===== src/design/lau_pkg.sv =====
// shared definitions for the add/subtract unit
// prefix-network structure selection and default word width
`default_nettype none

package lau_pkg;

	// structure of the carry prefix network
	// SLOW builds a serial ripple chain
	// MEDIUM builds a Brent-Kung tree
	// FAST builds a Sklansky tree
	typedef enum logic [1:0] {
		SLOW,
		MEDIUM,
		FAST
	} speed_e;

	// word width used when the top level is not overridden
	localparam int default_width = 16;

endpackage

`default_nettype wire


===== src/design/prefix_and_or.sv =====
// parallel-prefix generate/propagate network
// serial, Brent-Kung and Sklansky structures chosen by the speed parameter
`default_nettype none

module prefix_and_or #(
	parameter int width = lau_pkg::default_width,
	parameter lau_pkg::speed_e speed = lau_pkg::FAST
) (
	input  logic [width-1:0] gi,
	input  logic [width-1:0] pi,
	output logic [width-1:0] go,
	output logic [width-1:0] po
);
	import lau_pkg::*;

	// number of tree levels, one at least even for width 2
	localparam int levels = (width > 1) ? $clog2(width) : 1;

	// and-or prefix operator, returns {g, p}
	// hi is the upper (more significant) group, lo the lower one
	function automatic logic [1:0] pfx_op(input logic g_hi, input logic p_hi,
		input logic g_lo, input logic p_lo);
		logic g_out;
		logic p_out;
		g_out = g_hi | (p_hi & g_lo);
		p_out = p_hi & p_lo;
		return {g_out, p_out};
	endfunction

	case (speed)
		SLOW: begin : gen_serial
			// ripple chain, each bit waits for its neighbour
			logic [width-1:0] g_c;
			logic [width-1:0] p_c;

			assign g_c[0] = gi[0];
			assign p_c[0] = pi[0];
			for (genvar i = 1; i < width; i++) begin : gen_bit
				assign {g_c[i], p_c[i]} = pfx_op(gi[i], pi[i], g_c[i-1], p_c[i-1]);
			end

			assign go = g_c;
			assign po = p_c;
		end

		MEDIUM: begin : gen_brent_kung
			// stage 0 is the input, stages 1..levels the up sweep
			// stages levels+1..2*levels the down sweep
			logic [width-1:0] g_s [0:2*levels];
			logic [width-1:0] p_s [0:2*levels];

			assign g_s[0] = gi;
			assign p_s[0] = pi;

			// up sweep, combine pairs at distance 2^l on the odd ends of each block
			for (genvar l = 0; l < levels; l++) begin : gen_up
				for (genvar i = 0; i < width; i++) begin : gen_bit
					if (((i + 1) % (2 ** (l + 1))) == 0) begin : gen_op
						assign {g_s[l+1][i], p_s[l+1][i]} = pfx_op(g_s[l][i], p_s[l][i],
							g_s[l][i-2**l], p_s[l][i-2**l]);
					end else begin : gen_pass
						assign g_s[l+1][i] = g_s[l][i];
						assign p_s[l+1][i] = p_s[l][i];
					end
				end
			end

			// down sweep, fill in the middle positions from the widest span downwards
			for (genvar d = 0; d < levels; d++) begin : gen_down
				localparam int l = levels - 1 - d;
				for (genvar i = 0; i < width; i++) begin : gen_bit
					if ((((i + 1) % (2 ** (l + 1))) == 2 ** l) && (i >= 2 ** (l + 1)))
					begin : gen_op
						assign {g_s[levels+d+1][i], p_s[levels+d+1][i]} = pfx_op(
							g_s[levels+d][i], p_s[levels+d][i],
							g_s[levels+d][i-2**l], p_s[levels+d][i-2**l]);
					end else begin : gen_pass
						assign g_s[levels+d+1][i] = g_s[levels+d][i];
						assign p_s[levels+d+1][i] = p_s[levels+d][i];
					end
				end
			end

			assign go = g_s[2*levels];
			assign po = p_s[2*levels];
		end

		default: begin : gen_sklansky
			// divide and conquer, upper half of each block takes the
			// last bit of the lower half at every level
			logic [width-1:0] g_s [0:levels];
			logic [width-1:0] p_s [0:levels];

			assign g_s[0] = gi;
			assign p_s[0] = pi;

			for (genvar l = 0; l < levels; l++) begin : gen_lvl
				for (genvar i = 0; i < width; i++) begin : gen_bit
					if (((i >> l) & 1) == 1) begin : gen_op
						// last bit of the lower half of this block
						localparam int j = ((i >> l) << l) - 1;
						assign {g_s[l+1][i], p_s[l+1][i]} = pfx_op(g_s[l][i], p_s[l][i],
							g_s[l][j], p_s[l][j]);
					end else begin : gen_pass
						assign g_s[l+1][i] = g_s[l][i];
						assign p_s[l+1][i] = p_s[l][i];
					end
				end
			end

			assign go = g_s[levels];
			assign po = p_s[levels];
		end
	endcase

endmodule

`default_nettype wire


===== src/design/add_v.sv =====
// prefix carry-lookahead adder with carry-in
// produces the sum and the two's complement overflow flag
`default_nettype none

module add_v #(
	parameter int width = lau_pkg::default_width,
	parameter lau_pkg::speed_e speed = lau_pkg::FAST
) (
	input  logic [width-1:0] a,
	input  logic [width-1:0] b,
	input  logic             ci,
	output logic [width-1:0] s,
	output logic             v
);

	// prefix inputs and carries out
	logic [width-1:0] gi;
	logic [width-1:0] pi;
	logic [width-1:0] go;
	// half-sum per bit
	logic [width-1:0] pt;

	// bit 0 absorbs the carry-in as a full-adder majority
	// its propagate is zero so nothing passes through it
	assign gi[0] = (a[0] & b[0]) | (a[0] & ci) | (b[0] & ci);
	assign pi[0] = 1'b0;
	assign pt[0] = a[0] ^ b[0];

	for (genvar i = 1; i < width; i++) begin : gen_pre
		assign gi[i] = a[i] & b[i];
		assign pi[i] = a[i] | b[i];
		// xor from the and/or terms already at hand
		assign pt[i] = ~gi[i] & pi[i];
	end

	// group propagate stays open
	// the sum needs the carries alone
	prefix_and_or #(
		.width(width),
		.speed(speed)
	) i_prefix (
		.gi(gi),
		.pi(pi),
		.go(go),
		.po()
	);

	// go[i] is the carry out of bit i
	assign s = pt ^ {go[width-2:0], ci};
	// carry into the sign bit against carry out of it
	assign v = go[width-1] ^ go[width-2];

endmodule

`default_nettype wire


===== src/design/op_config.sv =====
// operating mode register
// subtract select and saturation enable, written by a one-cycle strobe
`default_nettype none

module op_config (
	input  logic clk,
	input  logic rst,
	input  logic cfg_we,
	input  logic cfg_sub,
	input  logic cfg_sat,
	output logic mode_sub,
	output logic sat_en
);

	// mode holds across any number of operations until the next write
	// reset gives plain add without clamping
	always_ff @(posedge clk) begin
		if (rst) begin
			mode_sub <= 1'b0;
			sat_en   <= 1'b0;
		end else if (cfg_we) begin
			mode_sub <= cfg_sub;
			sat_en   <= cfg_sat;
		end
	end

endmodule

`default_nettype wire


===== src/design/sat_addsub.sv =====
// registered signed add/subtract datapath
// operand conditioning for subtract, prefix adder, saturation and output stage
`default_nettype none

module sat_addsub #(
	parameter int width = lau_pkg::default_width,
	parameter lau_pkg::speed_e speed = lau_pkg::FAST
) (
	input  logic             clk,
	input  logic             rst,
	input  logic             in_valid,
	input  logic [width-1:0] a,
	input  logic [width-1:0] b,
	input  logic             cin,
	input  logic             mode_sub,
	input  logic             sat_en,
	output logic [width-1:0] res,
	output logic             ovf,
	output logic             res_valid
);

	// most positive and most negative two's complement values
	localparam logic [width-1:0] max_val = {1'b0, {(width-1){1'b1}}};
	localparam logic [width-1:0] min_val = {1'b1, {(width-1){1'b0}}};

	// conditioned adder operands
	logic [width-1:0] b_op;
	logic             c_op;
	// raw adder outputs
	logic [width-1:0] sum;
	logic             v;
	// result after clamping
	logic [width-1:0] sat_sum;

	// a - b - cin = a + ~b + 1 - cin = a + ~b + ~cin
	// so cin turns into a borrow-in just by inverting it
	assign b_op = mode_sub ? ~b : b;
	assign c_op = mode_sub ? ~cin : cin;

	add_v #(
		.width(width),
		.speed(speed)
	) i_add (
		.a (a),
		.b (b_op),
		.ci(c_op),
		.s (sum),
		.v (v)
	);

	// overflow can only push away from the sign of a in both modes,
	// so the sign of a picks the clamp value
	always_comb begin
		sat_sum = sum;
		if (sat_en && v) begin
			sat_sum = a[width-1] ? min_val : max_val;
		end
	end

	// output stage, one cycle after the strobe
	// result and flag hold while no operation is strobed
	always_ff @(posedge clk) begin
		if (rst) begin
			res_valid <= 1'b0;
			res       <= '0;
			ovf       <= 1'b0;
		end else begin
			res_valid <= in_valid;
			if (in_valid) begin
				res <= sat_sum;
				// raw flag, reported even when clamped
				ovf <= v;
			end
		end
	end

endmodule

`default_nettype wire


===== src/design/lau_addsub_top.sv =====
// top level of the add/subtract unit
// mode register beside the registered datapath
`default_nettype none

module lau_addsub_top #(
	parameter int width = lau_pkg::default_width,
	parameter lau_pkg::speed_e speed = lau_pkg::FAST
) (
	input  logic             clk,
	input  logic             rst,
	input  logic             cfg_we,
	input  logic             cfg_sub,
	input  logic             cfg_sat,
	input  logic             in_valid,
	input  logic [width-1:0] a,
	input  logic [width-1:0] b,
	input  logic             cin,
	output logic [width-1:0] res,
	output logic             ovf,
	output logic             res_valid
);

	// configuration levels into the datapath
	logic mode_sub;
	logic sat_en;

	op_config i_cfg (
		.clk     (clk),
		.rst     (rst),
		.cfg_we  (cfg_we),
		.cfg_sub (cfg_sub),
		.cfg_sat (cfg_sat),
		.mode_sub(mode_sub),
		.sat_en  (sat_en)
	);

	sat_addsub #(
		.width(width),
		.speed(speed)
	) i_dp (
		.clk      (clk),
		.rst      (rst),
		.in_valid (in_valid),
		.a        (a),
		.b        (b),
		.cin      (cin),
		.mode_sub (mode_sub),
		.sat_en   (sat_en),
		.res      (res),
		.ovf      (ovf),
		.res_valid(res_valid)
	);

endmodule

`default_nettype wire


===== config.mk =====
export PLATFORM = sky130hd
export DESIGN_NAME = lau_addsub_top
export DESIGN_NICKNAME = d
export VERILOG_FILES = /design/src/design/lau_pkg.sv /design/src/design/prefix_and_or.sv /design/src/design/add_v.sv /design/src/design/op_config.sv /design/src/design/sat_addsub.sv /design/src/design/lau_addsub_top.sv
export SDC_FILE = /design/constraint.sdc
export NUM_CORES = 1
export LEC_CHECK = 0
export ABC_AREA = 1
export BUFFER_PORTS_ARGS = -buffer_cell sky130_fd_sc_hd__buf_2
export CORE_UTILIZATION = 49
export DETAILED_ROUTE_END_ITERATION = 8
export PLACE_DENSITY = 0.85
export RECOVER_POWER = 25
export SLEW_MARGIN = 40
export SYNTH_ARGS = -nofsm -noshare
export SYNTH_HDL_FRONTEND = slang
export SYNTH_SLANG_ARGS = --single-unit
export TNS_END_PERCENT = 1

===== constraint.sdc =====
create_clock -name clk -period 3 [get_ports clk]
set_input_delay 0.3 -clock clk [delete_from_list [all_inputs] [get_ports clk]]
set_output_delay 0.3 -clock clk [all_outputs]
set_load 0.02 [all_outputs]

* After elaboration in Yosys (flattened, before gate mapping) *
Cells that the tools add are included.

cells by class
  reduce and logical (&&, ||, !) cells = 1
  bitwise gates (word level) = 151
  multiplexer cells = 4

operators with widths
  operator             count
  $and A1 B1 Y1        82
  $or A1 B1 Y1         49
  $mux W16             3
  $not A1 Y1           16
  $not A16 Y16         1
  $xor A16 B16 Y16     1
  $xor A1 B1 Y1        2
  $logic_and A1 B1 Y1  1
  $mux W1              1

word-level totals
  register bits after elaboration = 20
  output and inout port bits = 18
  logic and storage cells = 161

* Logic depth before layout (Yosys ltp) *
Gate-level depths: netlist (run 1).

  depth after elaboration = 16
  depth in mapped cells = 20
  depth with buffers taken out = 17

* Cells and area by module *
From an unflattened synthesis (run 1), not the netlist that was laid out.

second synthesis, totals
  cell total of the unflattened synthesis = 430
  area total of the unflattened synthesis = 2,543.7 um^2

by module, submodules not included
  module         area an instance (um^2)  cells each  times used
  sat_addsub     1,083.5                  148         1
  add_v          864.6                    156         1
  prefix_and_or  514.2                    113         1
  op_config      81.3                     13          1

* Worst setup path after synthesis (run 1) *
OpenSTA, ideal clock, no wires.

  path type = register -> register
  from = register i_cfg.mode_sub
  to = register i_dp.res[9]
  buffers on the path = 2
  path slack = 186 ps
  arrival = 2,706 ps
  cell stages (with the launch flop) = 16
  setup time = 109 ps
  cell sequence = dfxtp_1 > buf_2 > buf_2 > xor2_1 > fa_1 > fa_1 > inv_1 > o21ai_2 > nand3_2 > nand2_4 > fa_1 > xor2_1 > nand2_1 > nand2_2 > nand2_1 > inv_1

on the way
  longest elaborated chain between the ends = 15
  elaborated cells on any way between the ends = 94
  those cells by class = 3 x mux; 90 x bitwise; 1 x reduce/logical

RTL lines
  item                                        RTL line                            RTL
  from (decl)                                 op_config.sv:11                     output logic mode_sub,
  from (signal assigned)                      op_config.sv:22                     mode_sub <= cfg_sub;
  $mux W16 / $mux W1 (equally long branches)  sat_addsub.sv:37, sat_addsub.sv:38
  $and A1 B1 Y1                               add_v.sv:25                         assign gi[0] = (a[0] & b[0]) | (a[0] & ci) | (b[0] & ci);
  $or A1 B1 Y1 (2 in a row)                   add_v.sv:25
  $and A1 B1 Y1                               prefix_and_or.sv:25                 g_out = g_hi | (p_hi & g_lo);
  $or A1 B1 Y1                                prefix_and_or.sv:25
  $and A1 B1 Y1                               prefix_and_or.sv:25
  $or A1 B1 Y1                                prefix_and_or.sv:25
  $and A1 B1 Y1                               prefix_and_or.sv:25
  $or A1 B1 Y1                                prefix_and_or.sv:25
  $and A1 B1 Y1                               prefix_and_or.sv:25
  $or A1 B1 Y1                                prefix_and_or.sv:25
  $xor A1 B1 Y1                               add_v.sv:51                         assign v = go[width-1] ^ go[width-2];
  $logic_and A1 B1 Y1                         sat_addsub.sv:55                    if (sat_en && v) begin
  $mux W16 *                                  sat_addsub.sv:55
  to (signal assigned)                        sat_addsub.sv:70                    res <= sat_sum;
  to (decl)                                   sat_addsub.sv:17                    output logic [width-1:0] res,

Mark *: on every way between the ends. The rest lies on a longest branch, timed or not.
A chain may end at the register's enable or synchronous reset.

* Worst setup path after layout (run 1) *
  from = register i_cfg.mode_sub
  to = register i_dp.res[3]

The elaborated chain is that of the path after synthesis.

==> results of run 1 <==
## layout by cell type (no fill, tap or decap), drive strengths merged, types with 2 or more instances in the layout
master	count
fa	5
inv	72
nor2	45
clkbuf	10
nand4	2
dfxtp	20
xnor2	19
buf	51
o21ai	3
nand2	78
nand3	7
o21bai	4
ha	28
xor2	8
a21oi	11
## final cells by class
cell class              instances  area, µm²
fillers                       405       1820
multi-input cells             213       1500
flip-flops and latches         20        400
repair buffers                 58        287
inverters                      72        273
well taps                      52       65.1
clock buffers                   3       41.3
## state kept, by name, indices dropped and copies added, names as in the netlist
register	cells
i_cfg.mode_sub	1
i_cfg.sat_en	1
i_dp.res_valid	1
i_dp.ovf	1
i_dp.res	16
## tightest hold or removal path: cells and delay by family
kind | cells | cell delay [ns]
buf+inv | 1 | 0.08
simple gates | 2 | 0.12
## where the power goes
group / switching (W) / internal [W] / total, W
Clock: 0.0000857 / 0.0000894 / 0.000175
Sequential: 0.0000212 / 0.000299 / 0.000321
Combinational: 0.000364 / 0.000232 / 0.000596
Total: 0.000471 / 0.000621 / 0.00109
## metal layers
layer,vias to the layer above,global-route usage (%),share of wire (%)
met5,-,0,0
met4,0,7.78,2.7
met3,12,2.76,3.4
met2,43,38.1,52
met1,856,21.0,42
li1,1018,-,-
## metrics by stage
stage | hold WS, ns | cells | power, W
finish | 0.279 | 418 | 0.00109
global placement | 0.461 | 415 | 0.000900
global route | 0.290 | 418 | 0.00119
detailed placement | 0.459 | 415 | 0.000924
CTS | 0.281 | 418 | 0.00110
floorplan | 0.435 | 313 | 0.000792
## worst max path at each step
stage                         from           end  slack, ns  depth (start not counted)
finish              i_cfg.mode_sub   i_dp.res[3]       0.38                         15
global route        i_cfg.mode_sub  i_dp.res[15]       0.20                         14
global placement              b[0]   i_dp.res[9]       0.44                         14
floorplan           i_cfg.mode_sub   i_dp.res[9]       0.19                         15
detailed placement            b[0]   i_dp.res[3]       0.37                         16
CTS                 i_cfg.mode_sub   i_dp.res[3]       0.37                         15
## cell families (layout without fill, tap and decap cells)
kind of cell / Yosys count / count (layout) / synth area share, %
buffers and inverters: 80 / 133 / 15.4
adders and majority gates: 33 / 33 / 20.0
AOI/OAI and AO/OA: 20 / 20 / 6.90
DFF: 20 / 20 / 17.8
xor gates and xnor gates: 27 / 27 / 10.5
and+or+nand+nor: 133 / 133 / 29.4
==> results.ini, run 1 <==
[critical_path]
crit_path_frequent_cell=nand2_4
required_ns=3.16
worstSetupStartpointType=flop
slowest_stage=fa_1
critPathMaxFanout=15
cp_num_buf_inv=3
worstPathCellList=xor2_1, fa_1, fa_1, inv_1, o21ai_2, nand3_2, nand2_4, a21oi_2, nand2_4, nand4_4, nand2_4, inv_4, nand2_1, nand2_1, inv_1
r2r_end=i_dp.res[3]
worst_path_largest_cell_delay_ns=0.41
crit_family=adder cells
path_class=reg2reg
reg2reg_from=i_cfg.mode_sub
endpoint_kind=flop
rr_worst_depth=15
cp.arrival_ns=2.77
r2r_slack_ns=0.38

[timing]
fin_skew_ns=0.00146
worstMarginPinSlew_ns=0.780
post-route-period-util_pct=87.2
fin_setup_tns_ns=0
maxSlewViolCount=0
finalSetupViolCount=0
max_slew_margin_pct=48.0
fmax_ghz=0.382
hold_viol=0
layout_setup_ws_ns=0.384
grt_setup_unrepaired=false
min_period_ns=2.62

[die]
ios=57
die_y_um=69.8
rows=24
die_width_um=69.8
core_um2=4380
dieArea_um2=4870
initial_core_util_pct=51.3

[min_path]
hold_class=in2reg
min_from=cfg_sub
whs_path_depth=3
whs_endpoint=i_cfg.mode_sub

[cts]
clock_path_buffers=2
tritoncts=done
clk-insertion-delay-late_ns=0.25
holdBufCountCts=0
cts.sinks=20
cts_repair_resize_count=0
clockRootBuffer=clkbuf_8
cts_buffers=3
h-tree-depth=1
cts_setup_buffers=0
clk_pin_slew_ns=0.07

[routing]
vias=1929
dr.pass1.iters=4
drt_iter0_drc=123
wire_per_inst_um=10.5
drc_errors=0
antenna_left=0
wl_mm=4.41
viasPerCell=4.61

[yosys]
ys_ff_latch=20
synthesis.nets=385
syn_inst=313
seq_area_frac_synth_pct=17.8
netlist_area_um2=2250
synth_top_area_share_pct=17.8
avgSynthCellArea_um2=7.19
synth_largest_area_cell=dfxtp_1
ys_warn_count=0
synth_edf_count=0
synth-main-ff-cell=dfxtp_1
synth.most_common_cell=inv_1
synthDistinctLibCells=34
synthArstFlopShare_pct=0
synthTopCellsByArea=dfxtp_1 (18%), ha_1 (16%), inv_1 (11%), nand2_1 (9.3%), xnor2_1 (7.4%)
synthTopCellsByCount=inv_1 (66), nand2_1 (56), nor2_1 (42)

[final_layout]
nets=440
area_growth_pct=14.2
final_core_util_pct=58.6
final_area_um2=2570
antenna_cells=0
drive_gt1_share_pct=26.0

[global_routing]
grt_overflow_total=0
grt_start_max_net_pins=19
grt_pass1_vias=1986
antenna_found_initial=0
grt_pass1_wl_mm=7.92
grtUsageTotal_pct=19.6

[place]
dp_hpwl_mm=3.60
pre_cts_slack_ns=0.373
numPortBuffers=56
gp_congestion=0.797
dpl_cell_area_um2=2540

[run_status]
status=completed

[power]
p_per_area_nw_per_um2=425
p_leak_nw=1.52
worst_ir_drop_vdd_mv=0.170

[run]
maxCapViolations=0

(Power assumes the default switching activity.)
==> run 2: changes to the inputs <==
--- a/config.mk
+++ b/config.mk
@@ -7,9 +7,9 @@
 export LEC_CHECK = 0
 export ABC_AREA = 1
 export BUFFER_PORTS_ARGS = -buffer_cell sky130_fd_sc_hd__buf_2
-export CORE_UTILIZATION = 49
+export CORE_UTILIZATION = 56
 export DETAILED_ROUTE_END_ITERATION = 8
-export PLACE_DENSITY = 0.85
+export PLACE_DENSITY_LB_ADDON = 0.25
 export RECOVER_POWER = 25
 export SLEW_MARGIN = 40
 export SYNTH_ARGS = -nofsm -noshare
==> constraint.sdc (replaced) <==
create_clock -name clk -period 3.1 [get_ports clk]
set_input_delay 0.31 -clock clk [delete_from_list [all_inputs] [get_ports clk]]
set_output_delay 0.31 -clock clk [all_outputs]
set_load 0.02 [all_outputs]
==> run 2 against run 1 <==
Die area down 12%. Maximum frequency up 0.88%. Routed wire length down 6.0%. Register-to-register slack better by 0.12 ns. Sequential cell count unchanged. Utilization up 9.9 points. First-iteration DRC count down 18%. Global-route usage up 1.9 points. Critical path depth up 2. Clock power down 3%. Setup slack better by 0.12 ns. Design area down 0.19%. Highest routed layer unchanged.
==> results.ini, run 2 (same netlist as run 1, synthesis figures left out) <==
[cts]
tritoncts=done  ; unchanged
cts_setup_buffers=0  ; unchanged
clk-insertion-delay-late_ns=0.26  ; was 0.25 ns
cts_repair_resize_count=0  ; unchanged
h-tree-depth=1  ; unchanged
clk_pin_slew_ns=0.07  ; about the same
holdBufCountCts=0  ; unchanged
clockRootBuffer=clkbuf_8  ; unchanged
cts.sinks=20  ; unchanged
cts_buffers=3  ; unchanged
clock_path_buffers=2  ; unchanged

[place]
gp_congestion=0.801  ; was 0.797
numPortBuffers=56  ; unchanged
dp_hpwl_mm=3.51  ; was 3.60 mm

[global_routing]
grt_pass1_vias=1742  ; was 1986
grt_overflow_total=0  ; unchanged
grt_pass1_wl_mm=7.12  ; was 7.92 mm
antenna_found_initial=0  ; unchanged
grtUsageTotal_pct=21.5  ; was 19.6%
grt_start_max_net_pins=19  ; unchanged

[final_layout]
antenna_cells=0  ; unchanged
area_growth_pct=14.0  ; was 14.2%
final_cell_mix=inv_1 (66), nand2_1 (56), buf_2 (49)  ; unchanged
largest_reg_flops=16  ; unchanged
final_core_util_pct=68.5  ; was 58.6%
final_common_cell=inv_1  ; unchanged
nets=440  ; unchanged
register_area_um2=400  ; unchanged
multi_input_comb_area_um2=1500  ; unchanged
fillers=363  ; was 405
largest-register=i_dp.res  ; unchanged
drive_gt1_share_pct=26.0  ; unchanged

[timing]
fin_skew_ns=0.00511  ; was 0.00146 ns
grt_setup_unrepaired=false  ; unchanged
worstMarginPinSlew_ns=0.758  ; was 0.780 ns
maxSlewViolCount=0  ; unchanged
post-route-period-util_pct=83.6  ; was 87.2%
min_period_ns=2.59  ; was 2.62 ns
fmax_ghz=0.386  ; was 0.382 GHz
finalSetupViolCount=0  ; unchanged
max_slew_margin_pct=49.4  ; was 48.0%
hold_viol=0  ; unchanged
fin_setup_tns_ns=0  ; unchanged

[routing]
dr.pass1.iters=4  ; unchanged
wl_mm=4.14  ; was 4.41 mm
antenna_left=0  ; unchanged
wire_per_inst_um=10.0  ; was 10.5 µm
drt_iter0_drc=101  ; was 123
viasPerCell=4.62  ; was 4.61
drc_errors=0  ; unchanged
vias=1912  ; was 1929

[min_path]
hold_class=in2reg  ; unchanged

[power]
p_per_area_nw_per_um2=410  ; was 425 nW/µm²
swShare_pct=42.8  ; was 43.2%
p_leak_nw=1.52  ; about the same
p_int_w=0.000601  ; was 0.000621 W
seq_power_share_pct=29.5  ; was 29.4%
power_frac_comb_pct=54.3  ; was 54.6%
power_switching_w=0.000450  ; was 0.000471 W
clkPwrFrac_pct=16.2  ; was 16.0%
worst_ir_drop_vdd_mv=0.225  ; was 0.170 mV

[critical_path]
worstSetupStartpointType=flop  ; unchanged
path_class=reg2reg  ; unchanged
cp.arrival_ns=2.76  ; was 2.77 ns
endpoint_kind=flop  ; unchanged
required_ns=3.27  ; was 3.16 ns
critPathMaxFanout=15  ; unchanged

[die]
initial_core_util_pct=60.1  ; was 51.3%
ios=57  ; unchanged
die_width_um=65.4  ; was 69.8 µm
rows=22  ; was 24
die_y_um=65.4  ; was 69.8 µm
core_um2=3740  ; was 4380 µm²
dieArea_um2=4270  ; was 4870 µm²

[run_status]
status=completed  ; unchanged

[run]
maxCapViolations=0  ; unchanged

-- run 2: through the flow --
step / worst slack [ns] / hold slack [ns] / power [W] / std cells / instance area [µm²]
6_report: 0.507 / 0.275 / 0.00105 / 414 / 2560
5_1_grt: 0.330 / 0.295 / 0.00114 / 414 / 2560
4_1_cts: 0.495 / 0.277 / 0.00107 / 414 / 2570
3_5_place_dp: 0.482 / 0.472 / 0.000894 / 411 / 2530
3_3_place_gp: 0.521 / 0.459 / 0.000878 / 411 / 2530
2_1_floorplan: 0.286 / 0.445 / 0.000767 / 313 / 2250
-- run 2: critical path: stages, from the launching register on --
cell and delay [ns]:
dfxtp_1 0.37, xor2_1 0.20, fa_1 0.41, fa_1 0.36
inv_1 0.10, o21ai_2 0.07, nand3_2 0.09, nand2_4 0.10
nand2_4 0.09, nand2_4 0.06, inv_2 0.07, nand2_4 0.06
nand4_4 0.08, nand2_4 0.06, inv_4 0.18, nand2_1 0.09
nand2_1 0.07, inv_1 0.04
-- run 2: routing by layer --
metal,up-vias,wire (µm),track usage [%],part of all wire (%)
met5,-,0,0,0
met4,0,61,7.88,1.5
met3,7,170,3.13,4.1
met2,47,2090,38.4,50
met1,843,1820,25.9,44
li1,1015,-,-,-
-- run 2: layout make-up --
type,instances,area share [%]
Clock buffer,3,1.61
Sequential cell,20,15.6
Inverter,72,10.6
Timing Repair Buffer,58,11.2
Tap cell,48,2.34
Multi-Input combinational cell,213,58.6
-- run 2: path summary, 6_finish.rpt --
| check | start | end | slack, ns | depth (start not counted) |
|---|---|---|---|---|
| setup reg to reg | i_cfg.mode_sub | i_dp.res[3] | 0.51 | 17 |
| setup / recovery | i_cfg.mode_sub | i_dp.res[3] | 0.51 | 17 |
| hold / removal | cfg_sub | i_cfg.mode_sub | 0.28 | 3 |
| hold reg to reg | i_dp.res[15] | i_dp.res[15] | 0.48 | 2 |
-- run 2: power by group through the flow --
stage	clock network (W)	logic, W	registers (W)
2_1_floorplan	0	0.000418	0.000349
3_3_place_gp	0	0.000564	0.000314
3_5_place_dp	0	0.000579	0.000315
4_1_cts	0.000175	0.000581	0.000310
5_1_grt	0.000184	0.000644	0.000313
6_report	0.000170	0.000570	0.000310
==> run 3: changes to the inputs <==
--- a/config.mk
+++ b/config.mk
@@ -7,7 +7,7 @@
 export LEC_CHECK = 0
 export ABC_AREA = 1
 export BUFFER_PORTS_ARGS = -buffer_cell sky130_fd_sc_hd__buf_2
-export CORE_UTILIZATION = 56
+export CORE_UTILIZATION = 49
 export DETAILED_ROUTE_END_ITERATION = 8
 export PLACE_DENSITY_LB_ADDON = 0.25
 export RECOVER_POWER = 25
==> constraint.sdc (replaced) <==
create_clock -name clk -period 2.2 [get_ports clk]
set_input_delay 0.22 -clock clk [delete_from_list [all_inputs] [get_ports clk]]
set_output_delay 0.22 -clock clk [all_outputs]
set_load 0.02 [all_outputs]
==> run 3 against run 2 <==
The flow now finishes with violations (negative setup slack). Sequential share of layout area fell by 1.1 points. Sequential cell count is the same. Via count grew 2.4%. Global-route usage is 1.7 points lower. Routed wire length up 6.0%. Design area grew 8.7%. Setup slack worse by 0.77 ns. Critical path type unchanged. Largest cell class unchanged. Highest routed layer unchanged.
==> results.ini, run 3 (same netlist as run 1, synthesis figures left out) <==
[run_status]
status=finished, violations left  ; was completed
violations=negative setup slack

[timing]
post-route-period-util_pct=112  ; was 83.6%
fmax_ghz=0.407  ; was 0.386 GHz
max_slew_margin_pct=74.5  ; was 49.4%
hold_ws_ns=0.193  ; was 0.275 ns
layout_setup_ws_ns=-0.258  ; was 0.507 ns
fin_skew_ns=0.0112  ; was 0.00511 ns
hold_viol=0  ; unchanged
min_period_ns=2.46  ; was 2.59 ns
worstMarginPinSlew_ns=0.382  ; was 0.758 ns
grt_setup_unrepaired=true  ; was false
finalSetupViolCount=17  ; was 0
fin_setup_tns_ns=-3.96  ; was 0 ns
maxSlewViolCount=0  ; unchanged

[global_routing]
grt_overflow_total=0  ; unchanged
antenna_found_initial=0  ; unchanged
grt_pass1_wl_mm=8.05  ; was 7.12 mm
grt_pass1_vias=1903  ; was 1742
grt_start_max_net_pins=19  ; unchanged
grtUsageTotal_pct=19.8  ; was 21.5%

[die]
initial_core_util_pct=51.3  ; was 60.1%
rows=24  ; was 22
die_y_um=69.8  ; was 65.4 µm
ios=57  ; unchanged
die_width_um=69.8  ; was 65.4 µm
dieArea_um2=4870  ; was 4270 µm²
core_um2=4380  ; was 3740 µm²

[place]
numPortBuffers=56  ; unchanged
gp_congestion=0.830  ; was 0.801
pre_cts_slack_ns=-0.249  ; was 0.482 ns
dp_hpwl_mm=3.47  ; was 3.51 mm

[critical_path]
required_ns=2.38  ; was 3.27 ns
cp.arrival_ns=2.63  ; was 2.76 ns
critPathMaxFanout=7  ; was 15
r2r_end=i_dp.res[10]  ; was i_dp.res[3]
worstSetupStartpointType=flop  ; unchanged
endpoint_kind=flop  ; unchanged
rr_worst_depth=17  ; unchanged
r2r_slack_ns=-0.26  ; was 0.51 ns
reg2reg_from=i_cfg.mode_sub  ; unchanged
path_class=reg2reg  ; unchanged

[routing]
vias=1957  ; was 1912
dr.pass1.iters=4  ; unchanged
wire_per_inst_um=10.1  ; was 10.0 µm
drc_errors=0  ; unchanged
viasPerCell=4.51  ; was 4.62
antenna_left=0  ; unchanged
wl_mm=4.39  ; was 4.14 mm
drt_iter0_drc=45  ; was 101

[min_path]
min_from=cfg_sat  ; was cfg_sub
whs_path_depth=3  ; unchanged
whs_endpoint=i_cfg.sat_en  ; was i_cfg.mode_sub
hold_class=in2reg  ; unchanged

[power]
power_switching_w=0.000678  ; was 0.000450 W
p_per_area_nw_per_um2=609  ; was 410 nW/µm²
p_int_w=0.00102  ; was 0.000601 W
power_frac_comb_pct=52.4  ; was 54.3%
seq_power_share_pct=25.7  ; was 29.5%
p_leak_nw=1.63  ; was 1.52 nW
power_w=0.00170  ; was 0.00105 W
swShare_pct=40.0  ; was 42.8%
clkPwrFrac_pct=21.9  ; was 16.2%
worst_ir_drop_vdd_mv=0.254  ; was 0.225 mV

[cts]
holdBufCountCts=0  ; unchanged
clock_path_buffers=2  ; unchanged
h-tree-depth=1  ; unchanged
clk_pin_slew_ns=0.08  ; was 0.07 ns
clockRootBuffer=clkbuf_8  ; unchanged
cts_buffers=3  ; unchanged
tritoncts=done  ; unchanged
clk-insertion-delay-late_ns=0.27  ; was 0.26 ns
cts.sinks=20  ; unchanged

[final_layout]
final_core_util_pct=63.6  ; was 68.5%
drive_gt1_share_pct=33.8  ; was 26.0%
fillers=427  ; was 363
antenna_cells=0  ; unchanged
register_area_um2=404  ; was 400 µm²
multi_input_comb_area_um2=1560  ; was 1500 µm²
largest_reg_flops=16  ; unchanged
final_common_cell=inv_1  ; unchanged
final_cell_mix=inv_1 (65), buf_2 (56), nand2_1 (53)  ; was inv_1 (66), nand2_1 (56), buf_2 (49)
nets=455  ; was 440
largest-register=i_dp.res  ; unchanged
area_growth_pct=23.9  ; was 14.0%

[run]
maxCapViolations=0  ; unchanged

[run 3: worst max path at each step]
stage	end	depth (start not counted)	slack, ns	start
after floorplan	i_dp.res[10]	20	-0.33	i_cfg.mode_sub
after global placement	i_dp.res[2]	17	-0.20	i_cfg.mode_sub
after global routing	i_dp.res[10]	17	-0.41	i_cfg.mode_sub
after detailed placement	i_dp.res[0]	17	-0.25	i_cfg.mode_sub
after CTS	i_dp.res[9]	13	-0.21	i_cfg.mode_sub
final	i_dp.res[10]	17	-0.26	i_cfg.mode_sub
[run 3: cell type report]
class / instances / share of cell area (%)
tap: 52 / 2.33
clock inverter: 1 / 1.08
multi-input combinational: 214 / 56.1
sequential: 20 / 14.5
timing repair buffer: 71 / 14.2
timing repair inverter: 1 / 0.314
clock buffer: 3 / 1.48
inverter: 72 / 9.97
[run 3: power by group through the flow]
stage	combinational (W)	sequential [W]	clock (W)
finish	0.000889	0.000437	0.000372
global route	0.000997	0.000442	0.000393
global placement	0.000836	0.000443	0
CTS	0.000868	0.000437	0.000375
floorplan	0.000603	0.000492	0
detailed placement	0.000849	0.000444	0
[run 3: what timing repair did]
item,4_1_cts,5_1_grt
setup buffers,0,4
pin swaps,2,8
gates cloned,2,0
endpoints found under the setup margin,16,17
resized for setup,5,9
[run 3: metrics by stage]
step,instance area (µm²),cells
floorplan,2280,313
global placement,2620,424
detailed placement,2620,424
CTS,2720,430
global route,2790,434
finish,2790,434
[run 3: worst max-delay path, cell delays in order (launching register included)]
cell	delay (ns)
dfxtp_4	0.37
xor2_2	0.16
fa_2	0.40
fa_2	0.39
inv_2	0.08
o21ai_2	0.06
nand3_2	0.08
nand2_4	0.10
nand2_4	0.10
nand2_4	0.06
inv_2	0.07
nand2_4	0.08
nand4_4	0.09
nand2_4	0.09
inv_6	0.12
nand2_2	0.05
nand2_1	0.05
inv_1	0.04
[run 3: metal layers]
layer / routed length [µm] / global-route usage [%] / share of wire [%] / up-vias
li1: - / - / - / 1049
met1: 1940 / 23.9 / 44 / 868
met2: 2270 / 37.4 / 52 / 35
met3: 145 / 2.18 / 3.3 / 5
met4: 40 / 4.67 / 0.91 / 0
met5: 0 / 0 / 0 / -
